[config.mk]
export PLATFORM = sky130hd
export DESIGN_NAME = rtcController
export DESIGN_NICKNAME = d
export VERILOG_FILES = /design/src/design/rtcPkg.sv /design/src/design/rtcBusIf.sv /design/src/design/busCycle.sv /design/src/design/rtcController.sv /design/src/design/rtcSequencer.sv /design/src/design/timeRegisters.sv
export SDC_FILE = /design/constraint.sdc
export NUM_CORES = 1
export LEC_CHECK = 0
export ABC_AREA = 1
export BUFFER_PORTS_ARGS = -buffer_cell sky130_fd_sc_hd__buf_2
export CAP_MARGIN = 15
export CORE_UTILIZATION = 63
export CTS_BUF_LIST = sky130_fd_sc_hd__clkbuf_4 sky130_fd_sc_hd__clkbuf_8
export DETAILED_ROUTE_END_ITERATION = 10
export PLACE_DENSITY_LB_ADDON = 0.3
export RECOVER_POWER = 25
export SYNTH_ARGS = -nofsm -noshare
export SYNTH_HDL_FRONTEND = slang
export SYNTH_HIERARCHICAL = 1
export SYNTH_SLANG_ARGS = --single-unit
[constraint.sdc]
create_clock -name dclk -period 4.76 [get_ports dclk]
set_clock_uncertainty 0.1 [all_clocks]
set_input_delay 0.714 -clock dclk [delete_from_list [all_inputs] [get_ports dclk]]
set_output_delay 0.714 -clock dclk [all_outputs]
set_load 0.05 [all_outputs]
[src/design/rtcPkg.sv]
package rtcPkg;

    typedef logic [7:0] byte_t;

    typedef enum logic [1:0] {
        stepCmd,    // address phase only
        stepWrite,
        stepRead
    } stepKind_t;

    typedef logic [3:0] fieldIdx_t;

    // write data for a write step, destination field for a read step
    typedef union packed {
        byte_t wrData;
        struct packed {
            logic [3:0] pad;
            fieldIdx_t  idx;
        } rdField;
    } stepPayload_t;

    typedef struct packed {
        stepKind_t    kind;
        byte_t        addr;
        stepPayload_t payload;
    } step_t;

    //////////////////////////////
    // chip register map
    localparam byte_t addrControl    = 8'h00;
    localparam byte_t addrConfig     = 8'h02;
    localparam byte_t addrTrim       = 8'h16;
    localparam byte_t addrSec        = 8'h21;
    localparam byte_t addrMin        = 8'h22;
    localparam byte_t addrHour       = 8'h23;
    localparam byte_t addrDay        = 8'h24;
    localparam byte_t addrMonth      = 8'h25;
    localparam byte_t addrYear       = 8'h26;
    localparam byte_t addrChronoSec  = 8'h41;
    localparam byte_t addrChronoMin  = 8'h42;
    localparam byte_t addrChronoHour = 8'h43;

    localparam byte_t cmdTransfer  = 8'hF0; // latch time into readable regs
    localparam byte_t configStart  = 8'h10;
    localparam byte_t trimValue    = 8'd45;
    localparam byte_t chronoRunBit = 8'h08;

    //////////////////////////////
    // field indices, in pass order
    localparam int numFields = 9;
    localparam fieldIdx_t fieldDay        = 4'd0;
    localparam fieldIdx_t fieldMonth      = 4'd1;
    localparam fieldIdx_t fieldYear       = 4'd2;
    localparam fieldIdx_t fieldHour       = 4'd3;
    localparam fieldIdx_t fieldMin        = 4'd4;
    localparam fieldIdx_t fieldSec        = 4'd5;
    localparam fieldIdx_t fieldChronoHour = 4'd6;
    localparam fieldIdx_t fieldChronoMin  = 4'd7;
    localparam fieldIdx_t fieldChronoSec  = 4'd8;
    localparam fieldIdx_t fieldDiscard    = 4'd15; // dummy read, never stored

endpackage

[src/design/rtcBusIf.sv]
`timescale 1ns/10ps

interface rtcBusIf;
    import rtcPkg::*;

    // request side
    logic      start;   // one-cycle pulse, engine idle only
    stepKind_t kind;
    byte_t     addr;
    byte_t     wrData;

    // response side
    logic      done;    // last cycle of the request
    byte_t     rdData;  // valid with done on reads

    modport requester (
        output start, kind, addr, wrData,
        input  done, rdData
    );

    modport engine (
        input  start, kind, addr, wrData,
        output done, rdData
    );

endinterface

[src/design/busCycle.sv]
`timescale 1ns/10ps

module busCycle #(
    parameter int StrobeCycles = 12,
    parameter int GapCycles    = 11
) (
    input  logic          dclk,
    input  logic          reset,
    rtcBusIf.engine       bus,
    output logic          ad,
    output logic          rd,
    output logic          wr,
    output logic          cs,
    output logic          busOe,
    output rtcPkg::byte_t busOut,
    input  rtcPkg::byte_t busIn
);
    import rtcPkg::*;

    localparam int MaxLen = (StrobeCycles > GapCycles) ? StrobeCycles : GapCycles;
    localparam int CountW = $clog2(MaxLen + 1);
    localparam logic [CountW-1:0] StrobeLast = CountW'(StrobeCycles - 1);
    localparam logic [CountW-1:0] GapLast    = CountW'(GapCycles - 1);

    // phase encoding
    localparam logic [2:0] PhIdle = 3'd0;
    localparam logic [2:0] PhAddr = 3'd1;
    localparam logic [2:0] PhGap1 = 3'd2;
    localparam logic [2:0] PhData = 3'd3;
    localparam logic [2:0] PhGap2 = 3'd4;

    logic [2:0]        phase;
    logic [CountW-1:0] phaseCount;
    stepKind_t         kindHold;    // kind of the running request
    byte_t             wrHold;
    byte_t             rdHold;
    logic              gapEnd;
    logic              strobeEnd;

    assign gapEnd    = phaseCount == GapLast;
    assign strobeEnd = phaseCount == StrobeLast;

    // a command ends after the first gap, write and read after the second
    assign bus.done   = gapEnd && ((phase == PhGap1 && kindHold == stepCmd) || phase == PhGap2);
    assign bus.rdData = rdHold;

    //////////////////////////////
    // phase FSM and bus outputs
    always_ff @(posedge dclk or posedge reset) begin
        if (reset) begin
            phase      <= PhIdle;
            phaseCount <= '0;
            kindHold   <= stepCmd;
            ad         <= 1'b1;
            rd         <= 1'b1;
            wr         <= 1'b1;
            cs         <= 1'b1;
            busOe      <= 1'b0;
            busOut     <= '0;
        end else begin
            phaseCount <= phaseCount + 1'b1;
            case (phase)
                PhIdle: begin
                    if (bus.start) begin
                        phase      <= PhAddr;
                        phaseCount <= '0;
                        kindHold   <= bus.kind;
                        ad         <= 1'b0;     // address latch strobe
                        cs         <= 1'b0;
                        wr         <= 1'b0;
                        busOe      <= 1'b1;
                        busOut     <= bus.addr;
                    end
                end
                PhAddr: begin
                    if (strobeEnd) begin
                        phase      <= PhGap1;
                        phaseCount <= '0;
                        ad         <= 1'b1;
                        cs         <= 1'b1;
                        wr         <= 1'b1;
                        busOe      <= 1'b0;
                    end
                end
                PhGap1: begin
                    if (gapEnd) begin
                        phaseCount <= '0;
                        if (kindHold == stepCmd) begin
                            phase <= PhIdle;
                        end else begin
                            phase  <= PhData;
                            cs     <= 1'b0;
                            wr     <= kindHold != stepWrite;
                            rd     <= kindHold != stepRead;
                            busOe  <= kindHold == stepWrite; // chip drives on reads
                            busOut <= wrHold;
                        end
                    end
                end
                PhData: begin
                    if (strobeEnd) begin
                        phase      <= PhGap2;
                        phaseCount <= '0;
                        cs         <= 1'b1;
                        wr         <= 1'b1;
                        rd         <= 1'b1;
                        busOe      <= 1'b0;
                    end
                end
                PhGap2: begin
                    if (gapEnd) begin
                        phase <= PhIdle;
                    end
                end
                default: phase <= PhIdle;
            endcase
        end
    end

    // write data held from start, read data taken at the end of the rd strobe
    always_ff @(posedge dclk) begin
        if (phase == PhIdle && bus.start) begin
            wrHold <= bus.wrData;
        end
        if (phase == PhData && strobeEnd && kindHold == stepRead) begin
            rdHold <= busIn;
        end
    end

endmodule

[src/design/rtcController.sv]
`timescale 1ns/10ps

module rtcController #(
    parameter int StrobeCycles = 12,
    parameter int GapCycles    = 11
) (
    input  logic          dclk,
    input  logic          reset,
    input  logic          chronoRun,
    input  rtcPkg::byte_t busIn,
    output logic          ad,
    output logic          rd,
    output logic          wr,
    output logic          cs,
    output logic          busOe,
    output rtcPkg::byte_t busOut,
    output rtcPkg::byte_t day,
    output rtcPkg::byte_t month,
    output rtcPkg::byte_t year,
    output rtcPkg::byte_t hours,
    output rtcPkg::byte_t minutes,
    output rtcPkg::byte_t seconds,
    output rtcPkg::byte_t chronoHours,
    output rtcPkg::byte_t chronoMinutes,
    output rtcPkg::byte_t chronoSeconds,
    output logic          passDone
);
    import rtcPkg::*;

    logic      fieldLoad;
    fieldIdx_t fieldSel;
    byte_t     fieldData;

    rtcBusIf busIf ();

    //////////////////////////////
    // bus side
    busCycle #(
        .StrobeCycles (StrobeCycles),
        .GapCycles    (GapCycles)
    ) busCycle_i (
        .dclk   (dclk),
        .reset  (reset),
        .bus    (busIf.engine),
        .ad     (ad),
        .rd     (rd),
        .wr     (wr),
        .cs     (cs),
        .busOe  (busOe),
        .busOut (busOut),
        .busIn  (busIn)
    );

    rtcSequencer #(
        .GapCycles (GapCycles)
    ) sequencer_i (
        .dclk      (dclk),
        .reset     (reset),
        .chronoRun (chronoRun),
        .bus       (busIf.requester),
        .fieldLoad (fieldLoad),
        .fieldSel  (fieldSel),
        .fieldData (fieldData)
    );

    //////////////////////////////
    // captured clock fields
    timeRegisters timeRegs_i (
        .dclk          (dclk),
        .reset         (reset),
        .fieldLoad     (fieldLoad),
        .fieldSel      (fieldSel),
        .fieldData     (fieldData),
        .day           (day),
        .month         (month),
        .year          (year),
        .hours         (hours),
        .minutes       (minutes),
        .seconds       (seconds),
        .chronoHours   (chronoHours),
        .chronoMinutes (chronoMinutes),
        .chronoSeconds (chronoSeconds),
        .passDone      (passDone)
    );

endmodule

[src/design/rtcSequencer.sv]
`timescale 1ns/10ps

module rtcSequencer #(
    parameter int GapCycles = 11
) (
    input  logic              dclk,
    input  logic              reset,
    input  logic              chronoRun,
    rtcBusIf.requester        bus,
    output logic              fieldLoad,
    output rtcPkg::fieldIdx_t fieldSel,
    output rtcPkg::byte_t     fieldData
);
    import rtcPkg::*;

    localparam logic [3:0] PassFirst = 4'd4;   // control write of the pass
    localparam logic [3:0] PassLast  = 4'd15;
    localparam int WaitW = $clog2(GapCycles + 1);
    localparam logic [WaitW-1:0] WaitLast = WaitW'(GapCycles - 1);

    logic [3:0]       stepIdx;      // next step to issue
    logic [WaitW-1:0] waitCount;
    logic             powerWait;
    logic             issue;
    step_t            nextStep;
    stepPayload_t     issuePayload;
    stepPayload_t     curPayload;

    function automatic step_t makeStep(input stepKind_t kind, input byte_t addr,
                                       input byte_t data);
        step_t s;
        s.kind           = kind;
        s.addr           = addr;
        s.payload.wrData = data;
        return s;
    endfunction

    function automatic step_t makeRead(input byte_t addr, input fieldIdx_t field);
        step_t s;
        s.kind                = stepRead;
        s.addr                = addr;
        s.payload.rdField.pad = '0;
        s.payload.rdField.idx = field;
        return s;
    endfunction

    //////////////////////////////
    // script ROM
    function automatic step_t scriptStep(input logic [3:0] idx);
        step_t s;
        case (idx)
            4'd0:    s = makeStep(stepWrite, addrConfig, configStart);
            4'd1:    s = makeStep(stepWrite, addrConfig, 8'h00);
            4'd2:    s = makeStep(stepWrite, addrTrim, trimValue);
            4'd3:    s = makeStep(stepWrite, addrControl, 8'h00);
            4'd4:    s = makeStep(stepWrite, addrControl, 8'h00); // run bit patched in
            4'd5:    s = makeStep(stepCmd, cmdTransfer, 8'h00);
            4'd6:    s = makeRead(addrControl, fieldDiscard);
            4'd7:    s = makeRead(addrDay, fieldDay);
            4'd8:    s = makeRead(addrMonth, fieldMonth);
            4'd9:    s = makeRead(addrYear, fieldYear);
            4'd10:   s = makeRead(addrHour, fieldHour);
            4'd11:   s = makeRead(addrMin, fieldMin);
            4'd12:   s = makeRead(addrSec, fieldSec);
            4'd13:   s = makeRead(addrChronoHour, fieldChronoHour);
            4'd14:   s = makeRead(addrChronoMin, fieldChronoMin);
            default: s = makeRead(addrChronoSec, fieldChronoSec);
        endcase
        return s;
    endfunction

    assign nextStep = scriptStep(stepIdx);
    assign issue    = (powerWait && waitCount == WaitLast) || bus.done;

    always_comb begin
        issuePayload = nextStep.payload;
        if (stepIdx == PassFirst) begin
            issuePayload.wrData = chronoRun ? chronoRunBit : 8'h00;
        end
    end

    always_ff @(posedge dclk or posedge reset) begin
        if (reset) begin
            powerWait <= 1'b1;
            waitCount <= '0;
            stepIdx   <= '0;
            bus.start <= 1'b0;
            bus.kind  <= stepCmd;
        end else begin
            bus.start <= issue;     // one cycle after done
            if (powerWait) begin
                waitCount <= waitCount + 1'b1;
            end
            if (issue) begin
                powerWait <= 1'b0;
                bus.kind  <= nextStep.kind;
                stepIdx   <= (stepIdx == PassLast) ? PassFirst : stepIdx + 1'b1;
            end
        end
    end

    always_ff @(posedge dclk) begin
        if (issue) begin
            bus.addr   <= nextStep.addr;
            curPayload <= issuePayload;
        end
    end

    assign bus.wrData = curPayload.wrData;

    // read results go straight out with done
    assign fieldSel  = curPayload.rdField.idx;
    assign fieldData = bus.rdData;
    assign fieldLoad = bus.done && bus.kind == stepRead && fieldSel != fieldDiscard;

endmodule

[src/design/timeRegisters.sv]
`timescale 1ns/10ps

module timeRegisters (
    input  logic              dclk,
    input  logic              reset,
    input  logic              fieldLoad,
    input  rtcPkg::fieldIdx_t fieldSel,
    input  rtcPkg::byte_t     fieldData,
    output rtcPkg::byte_t     day,
    output rtcPkg::byte_t     month,
    output rtcPkg::byte_t     year,
    output rtcPkg::byte_t     hours,
    output rtcPkg::byte_t     minutes,
    output rtcPkg::byte_t     seconds,
    output rtcPkg::byte_t     chronoHours,
    output rtcPkg::byte_t     chronoMinutes,
    output rtcPkg::byte_t     chronoSeconds,
    output logic              passDone
);
    import rtcPkg::*;

    byte_t fieldReg [numFields];

    always_ff @(posedge dclk or posedge reset) begin
        if (reset) begin
            for (int i = 0; i < numFields; i++) begin
                fieldReg[i] <= '0;
            end
            passDone <= 1'b0;
        end else begin
            if (fieldLoad && fieldSel < numFields) begin
                fieldReg[fieldSel] <= fieldData;
            end
            passDone <= fieldLoad && fieldSel == fieldChronoSec; // last read of a pass
        end
    end

    assign day           = fieldReg[fieldDay];
    assign month         = fieldReg[fieldMonth];
    assign year          = fieldReg[fieldYear];
    assign hours         = fieldReg[fieldHour];
    assign minutes       = fieldReg[fieldMin];
    assign seconds       = fieldReg[fieldSec];
    assign chronoHours   = fieldReg[fieldChronoHour];
    assign chronoMinutes = fieldReg[fieldChronoMin];
    assign chronoSeconds = fieldReg[fieldChronoSec];

endmodule

==> key figures, run 1 <==
Yosys
  • Portion of netlist area occupied by mux cells: 0
  • Synth Area in Compound Gates: 0.04864
  • Synth Area in Adders: 0.02494
  • Synthesized cell area: 6020 um^2
  • Area share of xor/xnor cells in the synthesized design: 0.007275
  • Top cells by area, synth: dfrtp_1 (42%), edfxtp_1 (14%), nand2_1 (13%)
  • Mean Syn Cell Area: 9.540 um^2
  • Yosys Warn Count: 6
  • Sequential-to-total area share from yosys stat: 0.5905
  • Area share of the largest cell type after synthesis: 0.4240
  • Distinct cell type count after synthesis: 31
  • Largest family of logic cells by synthesized area: simple AND/OR/NAND/NOR gates
  • Synth Area in Simple Gates: 0.2671
  • Post-synthesis instance total: 631
  • #FFs+latches synth: 136
  • Yosys top cell by area: dfrtp_1

Worst setup path
  • Startpoint Class: flip-flop
  • Worst Path Max Fanout: 54
  • WP data required: 4.99 ns
  • Reg2Reg Depth: 12
  • WS Path Type: flip-flop to flip-flop
  • Worst setup EP type: flip-flop
  • CP arrival: 3.33 ns

Placement
  • Hpwl dp: 8.798 mm
  • Post-Place Cell Area: 6504 um^2
  • GP Congestion: 0.8457
  • Buffers added on ports: 96
  • Placed Cells: 833
  • Place WS: 1.740 ns

Power
  • Pleak: 3.761 nW
  • Worst-case vdd ir drop: 0.2023 mV
  • Sw frac: 0.2034
  • P_int: 0.001878 W
  • Overall power: 0.002357 W
  • Clock Power Share: 0.487
  • Part of the power in combinational logic: 0.009
  • Register share of total power: 0.503
  • PwrDens: 337.2 nW/um^2
  • Switching Power: 0.0004793 W

Clocking
  • CTS tree: built
  • Reg clk slew, reported paths: 0.08 ns
  • CTS buffer count: 17
  • Clock Latency Late Sink: 0.45 ns
  • Max clock buf depth: 2
  • CTS resizes: 0
  • Post-CTS setup buffers: 0
  • # clock sinks: 136
  • Hold_buf cts: 0
  • Root buffer cell: clkbuf_8
  • Number of H-tree levels: 4

Finish
  • Diodes inserted: 0
  • Share of layout cells above drive strength 1: 0.2378
  • Area delta synth->final: 16.13%
  • Non-Filler Instances: 865
  • Final design area excluding fillers: 6990 um^2
  • Nets@finish: 746

Detailed routing
  • Vias per std cell: 5.375
  • Vias: 4649
  • Starting DRT DRC Count: 348
  • Post-route ant nets: 0
  • Detailed Routing Iterations Pass 1: 8
  • DRC: 0
  • Routed wire per std cell: 15.16 um
  • Final WL: 13.11 mm

Die
  • Core Rows: 35
  • Initial core utilization: 0.6515
  • Die height: 99.75 um
  • Die area: 9950 um^2
  • Core area: 9240 um^2
  • Chip width: 99.75 um
  • Boundary pin count: 97

Global routing
  • Number of global-route vias before repair: 4371
  • Largest net degree at the start of global routing: 55
  • GR Overflow Total: 0
  • Initial antenna violation count: 0
  • Total track usage: 0.2791
  • First-pass GRT wire length: 21.15 mm

Timing
  • Hold Vio Cnt, Final: 0
  • RSZ-0062 raised after global routing: false
  • Final setup violation count: 0
  • Slew Limit Fails: 0
  • Post-route setup TNS: 0 ns
  • Max-slew headroom: 0.1951
  • Peak Freq: 322.6 MHz
  • Final worst slack: 1.661 ns
  • Post-layout minimum cycle time: 3.099 ns
  • Crit share post-route: 0.6511
  • Worst slew pin tran: 1.206 ns

Outcome
  • Outcome: finished clean

Min path
  • Hold crit path type: input pin to asynchronous set/reset pin

Run
  • MaxCap Viol Count: 0
stage by stage:
step / utilization / hold WS [ns]
finish: 0.7565 / 0.2286
global route: 0.7565 / 0.2588
CTS: 0.7567 / 0.2251
detailed placement: 0.7039 / 0.3080
global placement: 0.7039 / 0.3012
floorplan: - / 0.3003
power groups by stage:
stage	clock network [W]	logic (W)	registers [W]
floorplan	0	0.0000157	0.00121
global placement	0	0.0000228	0.00121
detailed placement	0	0.0000238	0.00121
CTS	0.00116	0.0000238	0.00119
global route	0.00121	0.0000267	0.00119
finish	0.00115	0.0000222	0.00119
cell families after synthesis:
| logic type | Yosys count |
|---|---|
| AND/OR/NAND/NOR | 347 |
| adder cells (fa/ha/maj) | 12 |
| buffers and inverters | 76 |
| XOR/XNOR | 5 |
| flip-flops | 136 |
| other | 1 |
| AO/OA/AOI/OAI | 54 |
worst paths after layout:
check                                                             start                                 endpoint  slack [ns]
worst max-delay path                    busCycle_i/phase[2]$_DFFE_PP0P_  timeRegs_i/chronoMinutes[1]$_DFFE_PP0P_        1.66
worst min-delay path                                              reset      sequencer_i/bus.kind[1]$_DFFE_PP0P_        0.23
max in group asynchronous                                         reset    timeRegs_i/chronoHours[2]$_DFFE_PP0P_        2.91
worst min register to register  sequencer_i/bus.wrData[4]$_SDFFCE_PP0P_           busCycle_i/wrHold[4]$_DFFE_PP_        0.33
min in group dclk               sequencer_i/bus.wrData[4]$_SDFFCE_PP0P_           busCycle_i/wrHold[4]$_DFFE_PP_        0.33
worst max register to register          busCycle_i/phase[2]$_DFFE_PP0P_  timeRegs_i/chronoMinutes[1]$_DFFE_PP0P_        1.66
critical path, cell delays in order (launching register included):
cell and delay (ns):
dfrtp_1 0.47, inv_2 0.13, nand2_2 0.09, nor2_4 0.25, nand2_1 0.11, a21oi_1 0.20, nand3_1 0.10, a41oi_1 0.37
nand3_1 0.19, nand2_4 0.45, nand2_1 0.31, nand2_1 0.13, nand2_1 0.07
cells in the final DEF, fill, tap and decap left out, types with 3 or more instances in the layout:
master / n
a21oi_1: 6
buf_2: 95
bufinv_16: 6
clkbuf_8: 17
clkinv_4: 5
conb_1: 3
dfrtp_1: 102
dfstp_2: 4
edfxtp_1: 29
ha_1: 12
inv_1: 42
inv_2: 8
nand2_1: 213
nand2_2: 6
nand2_4: 8
nand3_1: 78
nand4_1: 7
nor2_1: 16
nor2_2: 5
nor2_4: 10
o21ai_0: 35
o21ai_1: 5
xor2_1: 3
routing by layer:
layer | GRT usage | share of wire | vias to the layer above
li1 | - | - | 2225
met4 | 0.1029 | 0.018 | 0
met3 | 0.06184 | 0.065 | 26
met2 | 0.4382 | 0.48 | 201
met1 | 0.3855 | 0.43 | 2197
met5 | 0 | 0 | -
cell usage after synthesis:
| cell | count |
|---|---|
| o211ai_1 | 2 |
| dfrtp_1 | 102 |
| nand2_1 | 213 |
| ha_1 | 12 |
| nor2_1 | 16 |
| xnor2_1 | 2 |
| o21ai_1 | 5 |
| nor2_4 | 10 |
| o21ai_2 | 2 |
| nor4_1 | 2 |
| conb_1 | 1 |
| a41oi_1 | 1 |
| inv_1 | 42 |
| buf_4 | 17 |
| nand3_2 | 1 |
| buf_2 | 8 |
| nor2_2 | 5 |
| nor2_8 | 1 |
| nand3_1 | 78 |
| nand2_2 | 6 |
| o22ai_1 | 2 |
| dfstp_2 | 5 |
| a21oi_2 | 1 |
| o21ai_0 | 35 |
| buf_6 | 1 |
| inv_2 | 8 |
| xor2_1 | 3 |
| nand4_1 | 7 |
| a21oi_1 | 6 |
| edfxtp_1 | 29 |
| nand2_4 | 8 |
final cells by class:
class	instances	area (um^2)
Timing Repair Buffer	97	486.7
Multi-Input combinational cell	421	2112
Tap cell	129	161.4
Fill cell	639	2250
Clock buffer	18	241.5
Clock inverter	14	246.5
Sequential cell	136	3555
Inverter	50	187.7
No activity file was read; power rests on OpenSTA's default activity.
==> inputs of run 2 (changes only) <==
- CORE_UTILIZATION: 63 -> 59
- clock period: 4.76 -> 3.1 ns (I/O delays scaled with it)
==> run 2 against run 1 <==
The flow now finishes with violations (capacitance limit, slew limit). Non-clock buffer count increased by 7. Cell count increased by 1.3%. Critical path depth unchanged. Largest cell class unchanged. Largest power group unchanged.
==> key figures, run 2 (same netlist as run 1, synthesis figures left out) <==
Timing
  • RSZ-0062 raised after global routing: false (unchanged)
  • Worst slew pin tran: 1.589 ns (was 1.206 ns)
  • Post-route setup TNS: 0 ns (unchanged)
  • Slew Limit Fails: 39 (was 0)
  • Post-layout minimum cycle time: 2.772 ns (was 3.099 ns)
  • Hold Vio Cnt, Final: 0 (unchanged)
  • Peak Freq: 360.7 MHz (was 322.6 MHz)
  • Final setup violation count: 0 (unchanged)
  • Crit share post-route: 0.8943 (was 0.6511)
  • Max-slew headroom: -0.06040 (was 0.1951)

Detailed routing
  • Detailed Routing Iterations Pass 1: 5 (was 8)
  • Vias per std cell: 5.398 (was 5.375)
  • DRC: 0 (unchanged)
  • Vias: 4729 (was 4649)
  • Starting DRT DRC Count: 380 (was 348)
  • Routed wire per std cell: 14.80 um (was 15.16 um)
  • Final WL: 12.97 mm (was 13.11 mm)
  • Post-route ant nets: 0 (unchanged)

Worst setup path
  • Worst setup EP type: flip-flop (unchanged)
  • Worst reg2reg path endpoint: timeRegs_i/chronoHours[5]$_DFFE_PP0P_ (was timeRegs_i/chronoMinutes[1]$_DFFE_PP0P_)
  • WS Path Type: flip-flop to flip-flop (unchanged)
  • Worst r2r src: busCycle_i/phaseCount[0]$_DFF_PP0_ (was busCycle_i/phase[2]$_DFFE_PP0P_)
  • CP Launch Point: busCycle_i/phaseCount[0]$_DFF_PP0_ (was busCycle_i/phase[2]$_DFFE_PP0P_)
  • R2R Setup Slk: 0.33 ns (was 1.66 ns)
  • CP arrival: 2.99 ns (was 3.33 ns)
  • Startpoint Class: flip-flop (unchanged)
  • Reg2Reg Depth: 12 (unchanged)
  • Worst Path Max Fanout: 33 (was 54)
  • WP data required: 3.32 ns (was 4.99 ns)

Placement
  • GP Congestion: 0.8866 (was 0.8457)
  • Buffers added on ports: 96 (unchanged)
  • Hpwl dp: 8.911 mm (was 8.798 mm)

Die
  • Initial core utilization: 0.6130 (was 0.6515)
  • Die area: 10610 um^2 (was 9950 um^2)
  • Core area: 9819 um^2 (was 9240 um^2)
  • Boundary pin count: 97 (unchanged)
  • Core Rows: 36 (was 35)
  • Die height: 103.0 um (was 99.75 um)
  • Chip width: 103.0 um (was 99.75 um)

Power
  • PwrDens: 500.5 nW/um^2 (was 337.2 nW/um^2)
  • Worst-case vdd ir drop: 0.3027 mV (was 0.2023 mV)
  • Pleak: 3.792 nW (was 3.761 nW)

Clocking
  • Reg clk slew, reported paths: 0.07 ns (was 0.08 ns)
  • CTS buffer count: 17 (unchanged)
  • Max clock buf depth: 2 (unchanged)
  • Number of H-tree levels: 4 (unchanged)
  • CTS tree: built (unchanged)
  • # clock sinks: 136 (unchanged)
  • Post-CTS setup buffers: 0 (unchanged)
  • Clock Latency Late Sink: 0.43 ns (was 0.45 ns)
  • Root buffer cell: clkbuf_8 (unchanged)

Run
  • MaxCap Viol Count: 1 (was 0)

Min path
  • Worst Min Path Start: busIn[4]
  • Hold crit path type: input pin to flip-flop (was input pin to asynchronous set/reset pin)
  • Hold Path End: busCycle_i/bus.rdData[4]$_DFFE_PP_
  • Hold Crit Depth: 1

Finish
  • Final core utilization: 0.7167 (was 0.7565)
  • Diodes inserted: 0 (unchanged)
  • Fillers: 744 (was 639)
  • Area delta synth->final: 16.92% (was 16.13%)
  • Nets@finish: 753 (was 746)
  • Share of layout cells above drive strength 1: 0.2396 (was 0.2378)
  • Most frequent cells in the layout: nand2_1 (214), dfrtp_1 (102), buf_2 (95) (was nand2_1 (213), dfrtp_1 (102), buf_2 (95))
  • Most common cell after layout, fill and taps aside: nand2_1 (unchanged)

Global routing
  • Initial antenna violation count: 0 (unchanged)
  • Number of global-route vias before repair: 4416 (was 4371)
  • Total track usage: 0.2623 (was 0.2791)
  • First-pass GRT wire length: 20.68 mm (was 21.15 mm)
  • GR Overflow Total: 0 (unchanged)
  • Largest net degree at the start of global routing: 40 (was 55)

Outcome
  • Failing checks: capacitance limit, slew limit
  • Outcome: complete, but fails checks (was finished clean)
[run 2: how the worst max path moves through the flow]
stage / slack [ns] / end / depth (start not counted)
after global routing: 0.07 / timeRegs_i/chronoHours[0]$_DFFE_PP0P_ / 12
after floorplan: 0.68 / timeRegs_i/chronoHours[0]$_DFFE_PP0P_ / 1
after CTS: 0.35 / timeRegs_i/chronoHours[5]$_DFFE_PP0P_ / 12
final: 0.33 / timeRegs_i/chronoHours[5]$_DFFE_PP0P_ / 12
after global placement: 0.52 / timeRegs_i/chronoHours[3]$_DFFE_PP0P_ / 12
after detailed placement: 0.35 / timeRegs_i/chronoHours[7]$_DFFE_PP0P_ / 12
[run 2: through the flow]
step                setup slack [ns]  instances  hold slack, ns  total power [W]  cell area, um^2
finish                        0.3277        876          0.1089         0.003522             7038
global route                 0.06944        876         0.08083         0.003623             7038
CTS                           0.3464        876         0.08707         0.003545             7046
detailed placement            0.3518        843          0.3045         0.001897             6566
global placement              0.5186        843          0.3093         0.001895             6566
floorplan                     0.6817        633          0.2290         0.001882             6027
[run 2: metal layers]
| layer | share of wire | track usage | vias to the layer above |
|---|---|---|---|
| met1 | 0.42 | 0.3431 | 2265 |
| met4 | 0.012 | 0.09751 | 0 |
| met3 | 0.073 | 0.07254 | 18 |
| li1 | - | - | 2236 |
| met5 | 0 | 0 | - |
| met2 | 0.49 | 0.4210 | 210 |
[run 2: repair_timing]
item / CTS / global route
hold endpoints to repair: 11 / 0
hold buffers: 1 / 0
resized for setup: 0 / 0
[run 2: critical path, cell delays in order, from the launching register on]
cell and delay, ns:
dfrtp_1 0.41, inv_1 0.07, ha_1 0.15, nand3_1 0.18, a21oi_1 0.26, nand3_1 0.12
a41oi_1 0.36, nand2_1 0.19, nand2_4 0.32, buf_4 0.26, nand2_4 0.10, nand2_1 0.09
nand2_1 0.06
[run 2: layout make-up]
cell class / count / area, um^2 / area share
Clock buffer: 25 / 331.6 / 0.04711
Clock inverter: 7 / 137.6 / 0.01956
Inverter: 50 / 187.7 / 0.02667
Tap cell: 133 / 166.4 / 0.02364
Timing Repair Buffer: 104 / 550.5 / 0.07822
Sequential cell: 136 / 3555 / 0.5051
Multi-Input combinational cell: 421 / 2110 / 0.2997
[run 2: power by group]
group | switching [W] | total (W) | internal (W)
Clock | 0.000639 | 0.00166 | 0.00102
Combinational | 0.0000295 | 0.0000377 | 0.00000814
Sequential | 0 | 0.00182 | 0.00182
==> inputs of run 3 (changes only) <==
- MAX_ROUTING_LAYER: default -> met4
==> run 3 against run 2 <==
The run still ends with capacitance limit, slew limit left. Setup slack lost 0.022 ns. Critical path depth down 1. Critical endpoint is now timeRegs_i/year[7]$_DFFE_PP0P_. First-iteration DRC count down 38%. Largest cell class unchanged. Largest power group unchanged. Combinational power up 2%.
==> key figures, run 3 (same netlist as run 1, synthesis figures left out) <==
Timing
  • Hold Vio Cnt, Final: 0 (unchanged)
  • Final setup violation count: 0 (unchanged)
  • Post-layout minimum cycle time: 2.795 ns (was 2.772 ns)
  • Slew Limit Fails: 39 (unchanged)
  • Peak Freq: 357.8 MHz (was 360.7 MHz)
  • RSZ-0062 raised after global routing: false (unchanged)
  • Worst slew pin tran: 1.629 ns (was 1.589 ns)
  • Post-route setup TNS: 0 ns (unchanged)
  • Max-slew headroom: -0.08735 (was -0.06040)
  • Crit share post-route: 0.9016 (was 0.8943)

Die
  • Core Rows: 36 (unchanged)
  • Die area: 10610 um^2 (unchanged)
  • Chip width: 103.0 um (unchanged)
  • Boundary pin count: 97 (unchanged)
  • Initial core utilization: 0.6130 (unchanged)
  • Die height: 103.0 um (unchanged)
  • Core area: 9819 um^2 (unchanged)

Clocking
  • Post-CTS setup buffers: 0 (unchanged)
  • Number of H-tree levels: 4 (unchanged)
  • Root buffer cell: clkbuf_8 (unchanged)
  • Reg clk slew, reported paths: 0.08 ns (was 0.07 ns)
  • CTS buffer count: 17 (unchanged)
  • Clock Latency Late Sink: 0.43 ns (about the same)
  • # clock sinks: 136 (unchanged)
  • Max clock buf depth: 2 (unchanged)
  • CTS tree: built (unchanged)

Global routing
  • Largest net degree at the start of global routing: 40 (unchanged)
  • Initial antenna violation count: 0 (unchanged)
  • GR Overflow Total: 0 (unchanged)
  • Number of global-route vias before repair: 4444 (was 4416)
  • Total track usage: 0.2664 (was 0.2623)
  • First-pass GRT wire length: 20.47 mm (was 20.68 mm)

Finish
  • Fillers: 727 (was 744)
  • Diodes inserted: 0 (unchanged)
  • Non-Filler Instances: 876 (unchanged)
  • Most common cell after layout, fill and taps aside: nand2_1 (unchanged)
  • Final design area excluding fillers: 7020 um^2 (was 7038 um^2)
  • Area delta synth->final: 16.63% (was 16.92%)
  • Share of layout cells above drive strength 1: 0.2409 (was 0.2396)
  • Nets@finish: 753 (unchanged)
  • Final core utilization: 0.7150 (was 0.7167)
  • Most frequent cells in the layout: nand2_1 (213), dfrtp_1 (102), buf_2 (95) (was nand2_1 (214), dfrtp_1 (102), buf_2 (95))

Detailed routing
  • Detailed Routing Iterations Pass 1: 5 (unchanged)
  • Final WL: 12.69 mm (was 12.97 mm)
  • Routed wire per std cell: 14.49 um (was 14.80 um)
  • Vias: 4653 (was 4729)
  • DRC: 0 (unchanged)
  • Post-route ant nets: 0 (unchanged)
  • Starting DRT DRC Count: 237 (was 380)
  • Vias per std cell: 5.312 (was 5.398)

Worst setup path
  • Worst setup EP type: flip-flop (unchanged)
  • Worst Path Max Fanout: 33 (unchanged)
  • WP data required: 3.32 ns (about the same)
  • WS Path Type: flip-flop to flip-flop (unchanged)
  • CP arrival: 3.02 ns (was 2.99 ns)
  • Startpoint Class: flip-flop (unchanged)
  • R2R Setup Slk: 0.31 ns (was 0.33 ns)

Placement
  • GP Congestion: 0.8940 (was 0.8866)
  • Hpwl dp: 8.967 mm (was 8.911 mm)
  • Placed Cells: 843 (unchanged)
  • Post-Place Cell Area: 6566 um^2 (unchanged)
  • Buffers added on ports: 96 (unchanged)

Power
  • Pleak: 3.775 nW (was 3.792 nW)
  • PwrDens: 491.7 nW/um^2 (was 500.5 nW/um^2)
  • Worst-case vdd ir drop: 0.3467 mV (was 0.3027 mV)

Outcome
  • Failing checks: capacitance limit, slew limit (unchanged)
  • Outcome: complete, but fails checks (unchanged)

Min path
  • Hold crit path type: input pin to flip-flop (unchanged)

Run
  • MaxCap Viol Count: 1 (unchanged)
[run 3: what timing repair did]
| action | in CTS | in global routing |
|---|---|---|
| gates resized for setup | 0 | 1 |
| endpoints found under the hold margin | 11 | 0 |
| hold buffers | 1 | 0 |
| setup endpoints to repair | 0 | 1 |
[run 3: through the flow]
step | hold WS (ns) | power, W | worst slack [ns]
finish | 0.09744 | 0.003452 | 0.3052
global route | 0.06881 | 0.003566 | 0.04641
CTS | 0.08815 | 0.003473 | 0.3025
detailed placement | 0.3054 | 0.001897 | 0.3581
global placement | 0.3089 | 0.001895 | 0.5236
floorplan | 0.2290 | 0.001882 | 0.6817
[run 3: critical path: stages, from the launching register on]
cell and delay, ns:
dfrtp_1 0.42, inv_1 0.07, ha_1 0.13, nand3_1 0.20
a21oi_1 0.27, nand3_1 0.11, a41oi_1 0.38, nand3_1 0.26
nand2_8 0.25, nand2_1 0.24, nand2_1 0.16, nand2_1 0.07
[run 3: layout make-up]
cell class | count | area (um^2) | area share
multi-input cells | 421 | 2118 | 0.3017
inverters | 50 | 187.7 | 0.02673
clock inverters | 14 | 195.2 | 0.02780
well taps | 133 | 166.4 | 0.02370
flip-flops and latches | 136 | 3555 | 0.5063
clock buffers | 18 | 247.7 | 0.03529
repair buffers | 104 | 550.5 | 0.07842
[run 3: path summary, 6_finish.rpt]
path                                                            to  cells past startpoint                                    start
worst max register to register      timeRegs_i/year[7]$_DFFE_PP0P_                     11       busCycle_i/phaseCount[0]$_DFF_PP0_
worst min register to register      busCycle_i/wrHold[4]$_DFFE_PP_                      0  sequencer_i/bus.wrData[4]$_SDFFCE_PP0P_
max in group asynchronous          timeRegs_i/hours[3]$_DFFE_PP0P_                      3                                    reset
min in group asynchronous       sequencer_i/stepIdx[2]$_DFFE_PP0P_                      3                                    reset
worst min-delay path            busCycle_i/bus.rdData[4]$_DFFE_PP_                      1                                 busIn[4]
worst max-delay path                timeRegs_i/year[7]$_DFFE_PP0P_                     11       busCycle_i/phaseCount[0]$_DFF_PP0_
[run 3: power by group]
part	total, W	leakage (nW)	switching (W)	internal (W)
sequential	0.00182	1.70	0	0.00182
combinational	0.0000383	1.85	0.0000302	0.00000814
clock	0.00159	0.220	0.000689	0.000903
[run 3: metal layers]
layer,share of wire,global-route usage
met1,0.42,0.3327
met2,0.49,0.4246
met3,0.072,0.07051
met4,0.015,0.08667
met5,0,-
